**config.mk**
```make
export PLATFORM = sky130hd
export DESIGN_NAME = core_top
export DESIGN_NICKNAME = d
export VERILOG_FILES = /design/src/logic/core_pkg.sv /design/src/logic/core_settings_if.sv /design/src/logic/core_top.sv /design/src/logic/video_out_stage.sv /design/src/logic/reset_stretcher.sv /design/src/logic/host_bridge_regs.sv
export SDC_FILE = /design/constraint.sdc
export NUM_CORES = 1
export LEC_CHECK = 0
export BUFFER_PORTS_ARGS = -buffer_cell sky130_fd_sc_hd__buf_2
export CORE_MARGIN = 1.5
export CORE_UTILIZATION = 49
export DETAILED_ROUTE_END_ITERATION = 8
export PLACE_DENSITY = 0.85
export SETUP_SLACK_MARGIN = 0.02
export SYNTH_ARGS = -nofsm -noshare
export SYNTH_HDL_FRONTEND = slang
export SYNTH_SLANG_ARGS = --single-unit
```
**constraint.sdc**
```tcl
create_clock -name clk_74a -period 4.55 [get_ports clk_74a]
set_input_delay 0.91 -clock clk_74a [delete_from_list [all_inputs] [get_ports clk_74a]]
set_output_delay 0.91 -clock clk_74a [all_outputs]
set_load 0.01 [all_outputs]
```
**src/logic/core_pkg.sv**
```systemverilog
// Shared register map, setting encodings and data widths for the host shell.
// Bridge addresses are decoded against the full 32-bit word.
// The save slot word is only for the host's data table and is not driven by the RTL.

package core_pkg;

  typedef logic [31:0] bridge_addr_t;
  typedef logic [31:0] bridge_data_t;

  ////////////////////////////////////////
  // bridge register map

  // downloads
  localparam bridge_addr_t reg_cart_download     = 32'h000;
  localparam bridge_addr_t reg_is_color_cart     = 32'h004;
  localparam bridge_addr_t reg_bw_bios           = 32'h008;
  localparam bridge_addr_t reg_color_bios        = 32'h00C;
  localparam bridge_addr_t reg_save_download     = 32'h010;

  // system control
  localparam bridge_addr_t reg_core_reset        = 32'h050;
  localparam bridge_addr_t reg_system            = 32'h100;
  localparam bridge_addr_t reg_cpu_turbo         = 32'h110;

  // video
  localparam bridge_addr_t reg_triple_buffer     = 32'h200;
  localparam bridge_addr_t reg_flickerblend      = 32'h204;
  localparam bridge_addr_t reg_orientation       = 32'h208;
  localparam bridge_addr_t reg_flip_horizontal   = 32'h20C;

  // audio
  localparam bridge_addr_t reg_fastforward_sound = 32'h300;

  ////////////////////////////////////////
  // setting encodings

  typedef enum logic [1:0] {auto, mono, color} system_e;
  typedef enum logic [1:0] {orient_auto, orient_horizontal, orient_vertical} orientation_e;
  typedef enum logic [1:0] {blend_off, blend_2frame, blend_3frame} flickerblend_e;

  typedef logic [23:0] rgb_t;
  typedef logic [11:0] save_blocks_t;

  // save size reported in 512 byte blocks
  localparam bridge_data_t save_block_bytes = 32'd512;
  // data table word the host reads the save size from
  localparam int save_slot_word = 7;

endpackage
```
**src/logic/core_settings_if.sv**
```systemverilog
// Decoded core settings, written only by the bridge register block.
// Combinational bundle with no clock of its own; fields hold until rewritten.

`timescale 1ns/1ns

interface core_settings_if;

  core_pkg::system_e       system;
  logic                    cpu_turbo;
  logic                    triple_buffer;
  core_pkg::flickerblend_e flickerblend;
  core_pkg::orientation_e  orientation;
  logic                    flip_horizontal;
  logic                    fastforward_sound;

  // register block side
  modport regs (
    output system, cpu_turbo, triple_buffer, flickerblend,
    output orientation, flip_horizontal, fastforward_sound
  );

  // consumers
  modport sink (
    input system, cpu_turbo, triple_buffer, flickerblend,
    input orientation, flip_horizontal, fastforward_sound
  );

endinterface

```
**src/logic/core_top.sv**
```systemverilog
// Host-facing shell of the emulator core, all on clk_74a.
// pll_core_locked low resets every block asynchronously.
// The data table address is the fixed save slot word and is not an output.

`timescale 1ns/1ns

module core_top
  import core_pkg::*;
#(
  parameter int reset_cycles = 1048576,
  parameter int hsync_delay  = 7
) (
  input  logic          clk_74a,
  input  logic          pll_core_locked,

  // bridge
  input  bridge_addr_t  bridge_addr,
  input  logic          bridge_wr,
  input  bridge_data_t  bridge_wr_data,

  // from the emulator core
  input  save_blocks_t  save_size,
  input  logic          core_hblank,
  input  logic          core_vblank,
  input  logic          core_hsync,
  input  logic          core_vsync,
  input  rgb_t          core_rgb,
  input  logic          core_is_vertical,

  // data table
  output logic          datatable_wren,
  output bridge_data_t  datatable_data,

  // downloads and reset
  output logic [1:0]    cart_download_sel,
  output logic [1:0]    bios_download,
  output logic          save_download,
  output logic          core_reset,

  // settings
  output system_e       system,
  output logic          cpu_turbo,
  output logic          triple_buffer,
  output flickerblend_e flickerblend,
  output orientation_e  orientation,
  output logic          flip_horizontal,
  output logic          fastforward_sound,

  // scaler video
  output rgb_t          video_rgb,
  output logic          video_de,
  output logic          video_hs,
  output logic          video_vs
);

  core_settings_if settings ();

  logic reset_request;

  ////////////////////////////////////////
  // bridge registers and core reset

  host_bridge_regs host_bridge_regs_i (
    .clk_74a           (clk_74a),
    .pll_core_locked   (pll_core_locked),
    .bridge_addr       (bridge_addr),
    .bridge_wr         (bridge_wr),
    .bridge_wr_data    (bridge_wr_data),
    .save_size         (save_size),
    .settings          (settings.regs),
    .reset_request     (reset_request),
    .cart_download_sel (cart_download_sel),
    .bios_download     (bios_download),
    .save_download     (save_download),
    .datatable_wren    (datatable_wren),
    .datatable_data    (datatable_data)
  );

  reset_stretcher #(
    .reset_cycles (reset_cycles)
  ) reset_stretcher_i (
    .clk_74a         (clk_74a),
    .pll_core_locked (pll_core_locked),
    .reset_request   (reset_request),
    .core_reset      (core_reset)
  );

  ////////////////////////////////////////
  // video to scaler

  video_out_stage #(
    .hsync_delay (hsync_delay)
  ) video_out_stage_i (
    .clk_74a          (clk_74a),
    .pll_core_locked  (pll_core_locked),
    .settings         (settings.sink),
    .core_hblank      (core_hblank),
    .core_vblank      (core_vblank),
    .core_hsync       (core_hsync),
    .core_vsync       (core_vsync),
    .core_rgb         (core_rgb),
    .core_is_vertical (core_is_vertical),
    .video_rgb        (video_rgb),
    .video_de         (video_de),
    .video_hs         (video_hs),
    .video_vs         (video_vs)
  );

  // settings out to the core
  assign system            = settings.system;
  assign cpu_turbo         = settings.cpu_turbo;
  assign triple_buffer     = settings.triple_buffer;
  assign flickerblend      = settings.flickerblend;
  assign orientation       = settings.orientation;
  assign flip_horizontal   = settings.flip_horizontal;
  assign fastforward_sound = settings.fastforward_sound;

endmodule

```
**src/logic/video_out_stage.sv**
```systemverilog
// Shapes raw core video into scaler timing, one cycle behind the inputs.
// hsync is delayed so it cannot overlap the vsync pulse; hsync rises must be
// further apart than hsync_delay cycles. hsync_delay must be at least 2.
// The first blank pixel carries the slot tag that selects the scaler orientation.

`timescale 1ns/1ns

module video_out_stage
  import core_pkg::*;
#(
  parameter int hsync_delay = 7
) (
  input  logic                 clk_74a,
  input  logic                 pll_core_locked,
  core_settings_if.sink        settings,
  input  logic                 core_hblank,
  input  logic                 core_vblank,
  input  logic                 core_hsync,
  input  logic                 core_vsync,
  input  rgb_t                 core_rgb,
  input  logic                 core_is_vertical,
  output rgb_t                 video_rgb,
  output logic                 video_de,
  output logic                 video_hs,
  output logic                 video_vs
);

  localparam int hs_w        = $clog2(hsync_delay);
  localparam int orient_bit  = 13;

  logic            de;
  logic            de_prev;
  logic            hs_prev;
  logic            vs_prev;
  logic            hs_rise;
  logic [hs_w-1:0] hs_count;
  logic            vertical;
  rgb_t            slot_tag;

  ////////////////////////////////////////
  // orientation and slot tag

  assign de      = ~(core_hblank | core_vblank);
  assign hs_rise = core_hsync & ~hs_prev;

  // auto follows the core's hint
  always_comb begin
    vertical = (settings.orientation == orient_vertical) ||
               ((settings.orientation == orient_auto) && core_is_vertical);
    slot_tag = '0;
    slot_tag[orient_bit] = vertical;
  end

  ////////////////////////////////////////
  // output registers

  always_ff @(posedge clk_74a or negedge pll_core_locked) begin
    if (!pll_core_locked) begin
      video_de  <= 1'b0;
      video_rgb <= '0;
      video_hs  <= 1'b0;
      video_vs  <= 1'b0;
      de_prev   <= 1'b0;
      hs_prev   <= 1'b0;
      vs_prev   <= 1'b0;
      hs_count  <= '0;
    end else begin
      video_de <= de;

      if (de) begin
        video_rgb <= core_rgb;
      end else if (de_prev) begin
        // first blank pixel of the line
        video_rgb <= slot_tag;
      end else begin
        video_rgb <= '0;
      end

      // single-cycle vsync on the rising edge
      video_vs <= core_vsync & ~vs_prev;

      // delayed single-cycle hsync
      video_hs <= (hs_count == hs_w'(1));
      if (hs_rise) begin
        hs_count <= hs_w'(hsync_delay - 1);
      end else if (hs_count != '0) begin
        hs_count <= hs_count - 1'b1;
      end

      de_prev <= de;
      hs_prev <= core_hsync;
      vs_prev <= core_vsync;
    end
  end

endmodule

```
**src/logic/reset_stretcher.sv**
```systemverilog
// Long core reset started by a single-cycle host request.
// A new request during an active reset restarts the full count.
// reset_cycles must be at least 1.

`timescale 1ns/1ns

module reset_stretcher #(
  parameter int reset_cycles = 1048576
) (
  input  logic clk_74a,
  input  logic pll_core_locked,
  input  logic reset_request,
  output logic core_reset
);

  localparam int cnt_w = $clog2(reset_cycles + 1);

  logic [cnt_w-1:0] count;

  always_ff @(posedge clk_74a or negedge pll_core_locked) begin
    if (!pll_core_locked) begin
      count <= '0;
    end else if (reset_request) begin
      count <= cnt_w'(reset_cycles);
    end else if (count != '0) begin
      count <= count - 1'b1;
    end
  end

  // high for exactly reset_cycles cycles after the load
  assign core_reset = (count != '0);

endmodule

```
**src/logic/host_bridge_regs.sv**
```systemverilog
// Bridge write decode into core settings and download flags.
// Write-only: there is no read path. Unmapped addresses are ignored.
// reset_request is a combinational one-cycle decode of the reset register write.

`timescale 1ns/1ns

module host_bridge_regs
  import core_pkg::*;
(
  input  logic                 clk_74a,
  input  logic                 pll_core_locked,
  input  bridge_addr_t         bridge_addr,
  input  logic                 bridge_wr,
  input  bridge_data_t         bridge_wr_data,
  input  save_blocks_t         save_size,
  core_settings_if.regs        settings,
  output logic                 reset_request,
  output logic [1:0]           cart_download_sel,
  output logic [1:0]           bios_download,
  output logic                 save_download,
  output logic                 datatable_wren,
  output bridge_data_t         datatable_data
);

  logic cart_download;
  logic is_color_cart;
  logic bw_bios_download;
  logic color_bios_download;

  ////////////////////////////////////////
  // register writes

  always_ff @(posedge clk_74a or negedge pll_core_locked) begin
    if (!pll_core_locked) begin
      cart_download              <= 1'b0;
      is_color_cart              <= 1'b0;
      bw_bios_download           <= 1'b0;
      color_bios_download        <= 1'b0;
      save_download              <= 1'b0;
      settings.system            <= auto;
      settings.cpu_turbo         <= 1'b0;
      settings.triple_buffer     <= 1'b0;
      settings.flickerblend      <= blend_off;
      settings.orientation       <= orient_auto;
      settings.flip_horizontal   <= 1'b0;
      settings.fastforward_sound <= 1'b0;
    end else if (bridge_wr) begin
      case (bridge_addr)
        reg_cart_download:     cart_download <= bridge_wr_data[0];
        reg_is_color_cart:     is_color_cart <= bridge_wr_data[0];
        reg_bw_bios:           bw_bios_download <= bridge_wr_data[0];
        reg_color_bios:        color_bios_download <= bridge_wr_data[0];
        reg_save_download:     save_download <= bridge_wr_data[0];
        reg_system:            settings.system <= system_e'(bridge_wr_data[1:0]);
        reg_cpu_turbo:         settings.cpu_turbo <= bridge_wr_data[0];
        reg_triple_buffer:     settings.triple_buffer <= bridge_wr_data[0];
        reg_flickerblend:      settings.flickerblend <= flickerblend_e'(bridge_wr_data[1:0]);
        reg_orientation:       settings.orientation <= orientation_e'(bridge_wr_data[1:0]);
        reg_flip_horizontal:   settings.flip_horizontal <= bridge_wr_data[0];
        reg_fastforward_sound: settings.fastforward_sound <= bridge_wr_data[0];
        default: ;
      endcase
    end
  end

  // reset is a strobe, handled by the stretcher
  assign reset_request = bridge_wr && (bridge_addr == reg_core_reset);

  // one-hot cart select: color in bit 1, mono in bit 0
  assign cart_download_sel = is_color_cart ? {cart_download, 1'b0} : {1'b0, cart_download};
  assign bios_download     = {color_bios_download, bw_bios_download};

  ////////////////////////////////////////
  // save size data table word

  always_ff @(posedge clk_74a or negedge pll_core_locked) begin
    if (!pll_core_locked) begin
      datatable_wren <= 1'b0;
      datatable_data <= '0;
    end else begin
      datatable_wren <= 1'b1;
      // blocks to bytes
      datatable_data <= bridge_data_t'(save_size) * save_block_bytes;
    end
  end

endmodule

```
==> flow_metrics.tcl, run 1 <==
set metrics [dict create \
    status "completed" \
    whs_endpoint "video_out_stage_i.video_vs$_DFF_PN0_" \
    detailroute.via_count 2886 \
    startpoint_of_the_worst_hold_path "video_out_stage_i.vs_prev$_DFF_PN0_" \
    floorplan.io_pins 184 \
    final.hold.worst_slack_ps 403 \
    synthesis.yosys.warnings 0 \
    timing.critical_path.arrival_ps 2330 \
    use_met1_pct 24.4 \
    place.detailed.hpwl_um 5990 \
    setup_slack_ps 1310 \
    floorplan.die.width_um 88.1 \
    regToRegEndpoint "reset_stretcher_i.count[14]$_DFFE_PN0P_" \
    yosys_reg_bits 81 \
    timing.slew.headroom_pct 23.4 \
    grt_pass1_vias 2868 \
    drt_first_iter_violations 251 \
    route.detailed.vias_per_inst 5.31 \
    cts_buffers 9 \
    die_height_um 88.1 \
    holdBufCountCts 0 \
    track_usage_pct 22.1 \
    gpl.final_weighted_congestion 0.876 \
    ys_types 43 \
    clkTransAtPathRegs_ps 90 \
    clock_tree.root_cell "sky130_fd_sc_hd__clkbuf_8" \
    drt_drc_violations_left 0 \
    critical_path.reg2reg.startpoint "reset_stretcher_i.count[0]$_DFFE_PN0P_" \
    grt_start_max_net_pins 82 \
    place.port_buffers 133 \
    r2r_slack_ps 2260 \
    max_clock_freq_mhz 309 \
    syn-instance-count 310 \
    final_setup_skew_ps 7.82 \
    grt_setup_unrepaired "no" \
    leakage_nw 2.13 \
    post_synth_main_area_contributors "sky130_fd_sc_hd__dfrtp_1 57%, sky130_fd_sc_hd__mux2_2 4.8%, sky130_fd_sc_hd__buf_4 4.7%, sky130_fd_sc_hd__and2_1 4.6%, sky130_fd_sc_hd__a21oi_1 2.3%" \
    totalWireLength_um 8470 \
    syn_avg_cell_area_um2 11.5 \
    slew_limit_fails 0 \
    synth.cell_area_mm2 0.00355 \
    cts_max_path_buffers 2 \
    place_ws_ps 1570 \
    reg2reg_depth 6 \
    first_pass_grt_wire_length_um 13000 \
    critPathMaxFanout 10 \
    use_met3_pct 7.45 \
    synth_top_flop_cell "sky130_fd_sc_hd__dfrtp_1" \
    synth-edff-count 0 \
    start_util_pct 51.4 \
    crit_path_end_kind "output port" \
    tightest_slew_ps 1140 \
    power_density_mw_per_mm2 332 \
    synth_async_sr_flop_share_pct 100 \
    insertion_delay_ps 350 \
    vdd.ir_drop.worst_v 0.000363 \
    gr-max-usage-layer "met2" \
    initial_antenna_violation_count 1 \
    congestion_overflow_gr 0 \
    core_region_area_mm2 0.00691 \
    clock_tree_from_tritoncts "built" \
    wire_per_inst_um 15.6 \
    antenna_violating_nets_post_route 0 \
    postCtsResizedCells 0 \
    critical_path.startpoint "reset_stretcher_i.count[17]$_DFFE_PN0P_" \
    required_time_at_the_worst_slack_endpoint_ps 3640 \
    power_mw 1.47 \
    hold_class "flop to flop" \
    most_frequent_cells_after_synthesis "81 x sky130_fd_sc_hd__dfrtp_1, 26 x sky130_fd_sc_hd__and2_1, 22 x sky130_fd_sc_hd__buf_4" \
    detail_route.first_pass.iterations 4 \
    cts.sink_count 81 \
    floorplan.rows 30 \
    postCtsSetupRepairBufs 0 \
    min_delay_path_depth 1 \
    synth_seq_area_share_pct 57.1 \
    synth_top_area_share_pct 57.1 \
    min_period_ps 3240 \
    areaGrowthSynthToFinish_pct 24.6 \
    drive_gt1_share_pct 37.8 \
    drv.max_cap_violation_count 0 \
    final_sum_of_negative_setup_slack_ps 0 \
    fp.dieArea_mm2 0.00776 \
    gr-usage-met2_pct 39.2 \
    synth.most_common_cell "sky130_fd_sc_hd__dfrtp_1" \
    setup-violations-final 0 \
    htreeDepth 3 \
    synth.largest_area_cell "sky130_fd_sc_hd__dfrtp_1" \
    design.final.nets 555 \
    layout_worst_path_cycle_share_pct 71.2 \
    worst_setup_path_start_kind "flop" \
    worstSetupPathType "flop to output port" \
    final_hold_viol_count 0 \
]
area by class of cell:
type                       count  area (um2)
fill                         542        2480
inverter                       5        18.8
clock inverter                 6        75.1
clock buffer                  10         128
multi-input combinational    211        1380
sequential                    81        2030
antenna                        1        2.50
tap                           96         120
timing repair buffer         134         676
layer usage:
layer,vias up,part of all wire [%]
met5,-,0
met4,0,1.9
met3,18,8.0
met2,139,53
met1,1388,37
li1,1341,-
cells in the final DEF, fill, tap and decap left out, types with 6 or more instances in the layout:
| master | instances |
|---|---|
| sky130_fd_sc_hd__buf_2 | 132 |
| sky130_fd_sc_hd__dfrtp_1 | 81 |
| sky130_fd_sc_hd__and2_1 | 26 |
| sky130_fd_sc_hd__conb_1 | 21 |
| sky130_fd_sc_hd__a21oi_1 | 16 |
| sky130_fd_sc_hd__nor3_1 | 15 |
| sky130_fd_sc_hd__mux2_2 | 15 |
| sky130_fd_sc_hd__nor2_1 | 12 |
| sky130_fd_sc_hd__nand2_1 | 12 |
| sky130_fd_sc_hd__nor4_1 | 11 |
| sky130_fd_sc_hd__clkbuf_8 | 9 |
| sky130_fd_sc_hd__o21ai_0 | 8 |
| sky130_fd_sc_hd__or4_1 | 7 |
| sky130_fd_sc_hd__o31ai_1 | 7 |
| sky130_fd_sc_hd__nand4b_1 | 6 |
worst max-delay path, stage by stage, from the launching register on:
cell,delay [ps]
sky130_fd_sc_hd__dfrtp_1,420
sky130_fd_sc_hd__nor4_1,620
sky130_fd_sc_hd__nand2_1,390
sky130_fd_sc_hd__nor2_1,290
sky130_fd_sc_hd__inv_1,90
sky130_fd_sc_hd__buf_2,160
kinds of logic (layout without fill, tap and decap cells):
kind of cell,Yosys count,in the layout,synth area share (%)
buffers and inverters,37,155,6.34
and+or+nand+nor,125,125,21.6
AOI/OAI and AO/OA,40,40,6.87
adders and majority gates,5,5,1.76
muxes,17,17,5.32
DFF,81,81,57.1
other,2,22,0.212
xor gates and xnor gates,3,3,0.740
worst max-delay path by stage:
stage / endpoint / cells after the start
after floorplan: host_bridge_regs_i.settings.system[0]$_DFFE_PN0P_ / 4
final: core_reset / 5
after global placement: host_bridge_regs_i.settings.system[1]$_DFFE_PN0P_ / 5
after detailed placement: host_bridge_regs_i.settings.system[1]$_DFFE_PN0P_ / 5
after CTS: core_reset / 5
after global routing: core_reset / 5
power by group:
group          total (mW)  internal, mW  switching [mW]
clock               0.541         0.263           0.278
sequential          0.768         0.750          0.0176
combinational       0.160        0.0698          0.0898
total                1.47          1.08           0.386
metrics by stage:
stage	instance area, um2	utilization, %	cells
after floorplan	3620	-	329
after detailed placement	4220	61.1	527
after global routing	4420	64.0	544
after global placement	4220	61.1	527
final	4420	64.0	544
after CTS	4420	64.0	543
state kept, by name (all words and copies together) (netlist names), 2 cells and up:
signal                                    count
host_bridge_regs_i.settings.orientation       2
video_out_stage_i.video_rgb                  24
host_bridge_regs_i.settings.flickerblend      2
video_out_stage_i.hs_count                    3
reset_stretcher_i.count                      21
host_bridge_regs_i.datatable_data            12
host_bridge_regs_i.settings.system            2
(Power assumes the default switching activity.)
==> inputs of run 2 (changes only) <==
ABC_AREA = 1   (was unset)
CORE_UTILIZATION = 43   (was 49)
PLACE_DENSITY = 0.76   (was 0.85)
clock period = 2.89 ns   (was 4.55 ns; I/O delays follow)
==> flow_metrics.tcl, run 2 <==
set metrics [dict create \
    tightest_slew_ps 1020 \
    leakage_nw 2.82 \
    setup_slack_ps 761 \
    cts_buffers 9 \
    wire_per_inst_um 11.3 \
    synth_top_area_share_pct 48.6 \
    die_height_um 101 \
    synth.largest_area_cell "sky130_fd_sc_hd__dfrtp_1" \
    min_delay_path_depth 1 \
    hold_class "input pin to flop" \
    slew_limit_fails 0 \
    final_sum_of_negative_setup_slack_ps 0 \
    holdBufCountCts 0 \
    synth_top_flop_cell "sky130_fd_sc_hd__dfrtp_1" \
    layout_top_registers "video_out_stage_i.video_rgb (24), reset_stretcher_i.count (21), host_bridge_regs_i.datatable_data (12)" \
    core_region_area_mm2 0.00933 \
    htreeDepth 3 \
    synth-edff-count 0 \
    track_usage_pct 18.7 \
    min_period_ps 2130 \
    synth.cell_area_mm2 0.00417 \
    multiInputGateArea_mm2 0.00167 \
    setup-violations-final 0 \
    cts_max_path_buffers 2 \
    grt_start_max_net_pins 82 \
    initial_antenna_violation_count 0 \
    regToRegEndpoint "reset_stretcher_i.count[5]$_DFFE_PN0P_" \
    floorplan.rows 35 \
    timing.critical_path.arrival_ps 1550 \
    max_clock_freq_mhz 470 \
    synth_seq_area_share_pct 48.6 \
    syn-instance-count 521 \
    place.detailed.hpwl_um 6720 \
    synth.most_common_cell "sky130_fd_sc_hd__nand2_1" \
    syn_avg_cell_area_um2 8.00 \
    floorplan.io_pins 184 \
    dpl.cell_count 771 \
    num-fill-cells 896 \
    detailroute.via_count 3554 \
    drt_drc_violations_left 0 \
    final_setup_skew_ps 11.7 \
    whs_endpoint "host_bridge_regs_i.datatable_data[18]$_DFF_PN0_" \
    power_mw 2.43 \
    final_common_cell "sky130_fd_sc_hd__buf_2" \
    design.final.nets 766 \
    fp.dieArea_mm2 0.0103 \
    largest_register_ffs 24 \
    antenna_violating_nets_post_route 0 \
    clock_tree_from_tritoncts "built" \
    clock_tree.root_cell "sky130_fd_sc_hd__clkbuf_8" \
    worst_setup_path_start_kind "flop" \
    post_synth_main_area_contributors "sky130_fd_sc_hd__dfrtp_1 49%, sky130_fd_sc_hd__nand2_1 9.9%, sky130_fd_sc_hd__nor2_1 7.8%, sky130_fd_sc_hd__inv_1 6.3%, sky130_fd_sc_hd__nand3_1 4.8%" \
    place_ws_ps 1030 \
    ys_types 34 \
    areaGrowthSynthToFinish_pct 21.9 \
    worstSetupPathType "flop to output port" \
    synthesis.yosys.warnings 0 \
    congestion_overflow_gr 0 \
    postCtsResizedCells 0 \
    gpl.final_weighted_congestion 0.846 \
    start_util_pct 44.7 \
    final_hold_viol_count 0 \
    insertion_delay_ps 350 \
    first_pass_grt_wire_length_um 15200 \
    drt_first_iter_violations 107 \
    drv.max_cap_violation_count 0 \
    totalWireLength_um 8920 \
    grt_pass1_vias 3551 \
    place.port_buffers 133 \
    power_density_mw_per_mm2 478 \
    critical_path.reg2reg.startpoint "reset_stretcher_i.count[0]$_DFFE_PN0P_" \
    drive_gt1_share_pct 29.8 \
    final.hold.worst_slack_ps 335 \
    status "completed" \
    floorplan.die.width_um 101 \
    register_area_mm2 0.00203 \
    grt_setup_unrepaired "no" \
    clkTransAtPathRegs_ps 80 \
    insertedDiodeCount 0 \
    vdd.ir_drop.worst_v 0.000293 \
    most-common-layout-cells "132 x sky130_fd_sc_hd__buf_2, 110 x sky130_fd_sc_hd__nand2_1, 87 x sky130_fd_sc_hd__nor2_1, 81 x sky130_fd_sc_hd__dfrtp_1, 70 x sky130_fd_sc_hd__inv_1" \
    synth_async_sr_flop_share_pct 100 \
    postCtsSetupRepairBufs 0 \
    r2r_slack_ps 1160 \
    most_frequent_cells_after_synthesis "110 x sky130_fd_sc_hd__nand2_1, 87 x sky130_fd_sc_hd__nor2_1, 81 x sky130_fd_sc_hd__dfrtp_1" \
    reg2reg_depth 7 \
    yosys_reg_bits 81 \
    startpoint_of_the_worst_hold_path "save_size[9]" \
    route.detailed.vias_per_inst 4.52 \
    required_time_at_the_worst_slack_endpoint_ps 2310 \
    crit_path_end_kind "output port" \
    layout_worst_path_cycle_share_pct 73.7 \
    timing.slew.headroom_pct 32.3 \
    detail_route.first_pass.iterations 4 \
    critPathMaxFanout 5 \
    cts.sink_count 81 \
    largest-register "video_out_stage_i.video_rgb" \
    post_layout_nonfiller_instances 787 \
]
run 2: how the worst max path moves through the flow:
stage,slack (ps),to,start,cells after the start
after detailed placement,1030,reset_stretcher_i.count[16]$_DFFE_PN0P_,bridge_addr[31],9
after global routing,630,core_reset,reset_stretcher_i.count[11]$_DFFE_PN0P_,5
after global placement,1070,reset_stretcher_i.count[11]$_DFFE_PN0P_,bridge_addr[23],9
final,760,core_reset,reset_stretcher_i.count[7]$_DFFE_PN0P_,5
after floorplan,1340,core_reset,reset_stretcher_i.count[0]$_DFFE_PN0P_,5
after CTS,730,core_reset,reset_stretcher_i.count[0]$_DFFE_PN0P_,6
run 2: report_power, final:
part           total [mW]  leakage (nW)  internal, mW  switching (mW)
combinational       0.266          1.70         0.103           0.163
sequential           1.20         0.998          1.18          0.0212
clock               0.958         0.118         0.521           0.437
run 2: cells by family (layout without fill, tap and decap cells):
family,Yosys count,in the layout,synth area share [%]
compound gates,10,10,1.32
fa+ha+maj,5,5,1.50
simple gates,303,303,34.3
xor+xnor,5,5,1.05
flops,81,81,48.6
buf+inv,115,233,13.0
other cells,2,21,0.180
run 2: metal layers:
layer	routed length (um)	part of all wire, %	vias up	GRT usage, %
met4	80	0.90	0	5.34
li1	-	-	1813	-
met3	622	7.0	8	6.07
met5	0	0	-	0
met1	3680	41	1625	21.8
met2	4530	51	108	32.9
run 2: layout make-up:
class / instances / share of cell area [%]
clock buffer: 10 / 2.71
clock inverter: 6 / 1.87
inverter: 84 / 6.26
multi-input combinational: 344 / 32.9
sequential: 81 / 39.9
tap: 129 / 3.18
timing repair buffer: 133 / 13.2
run 2: per-stage QoR:
stage          utilization [%]  area, um2
2_1_floorplan                -       4240
3_3_place_gp              52.0       4850
3_5_place_dp              52.0       4850
4_1_cts                   54.4       5080
5_1_grt                   54.4       5080
6_report                  54.4       5080
run 2: critical path: stages, from the launching register on:
cell	delay, ps
sky130_fd_sc_hd__dfrtp_1	430
sky130_fd_sc_hd__nor2_2	170
sky130_fd_sc_hd__nand2_2	130
sky130_fd_sc_hd__nor2_4	160
sky130_fd_sc_hd__nand4_1	140
sky130_fd_sc_hd__buf_2	180
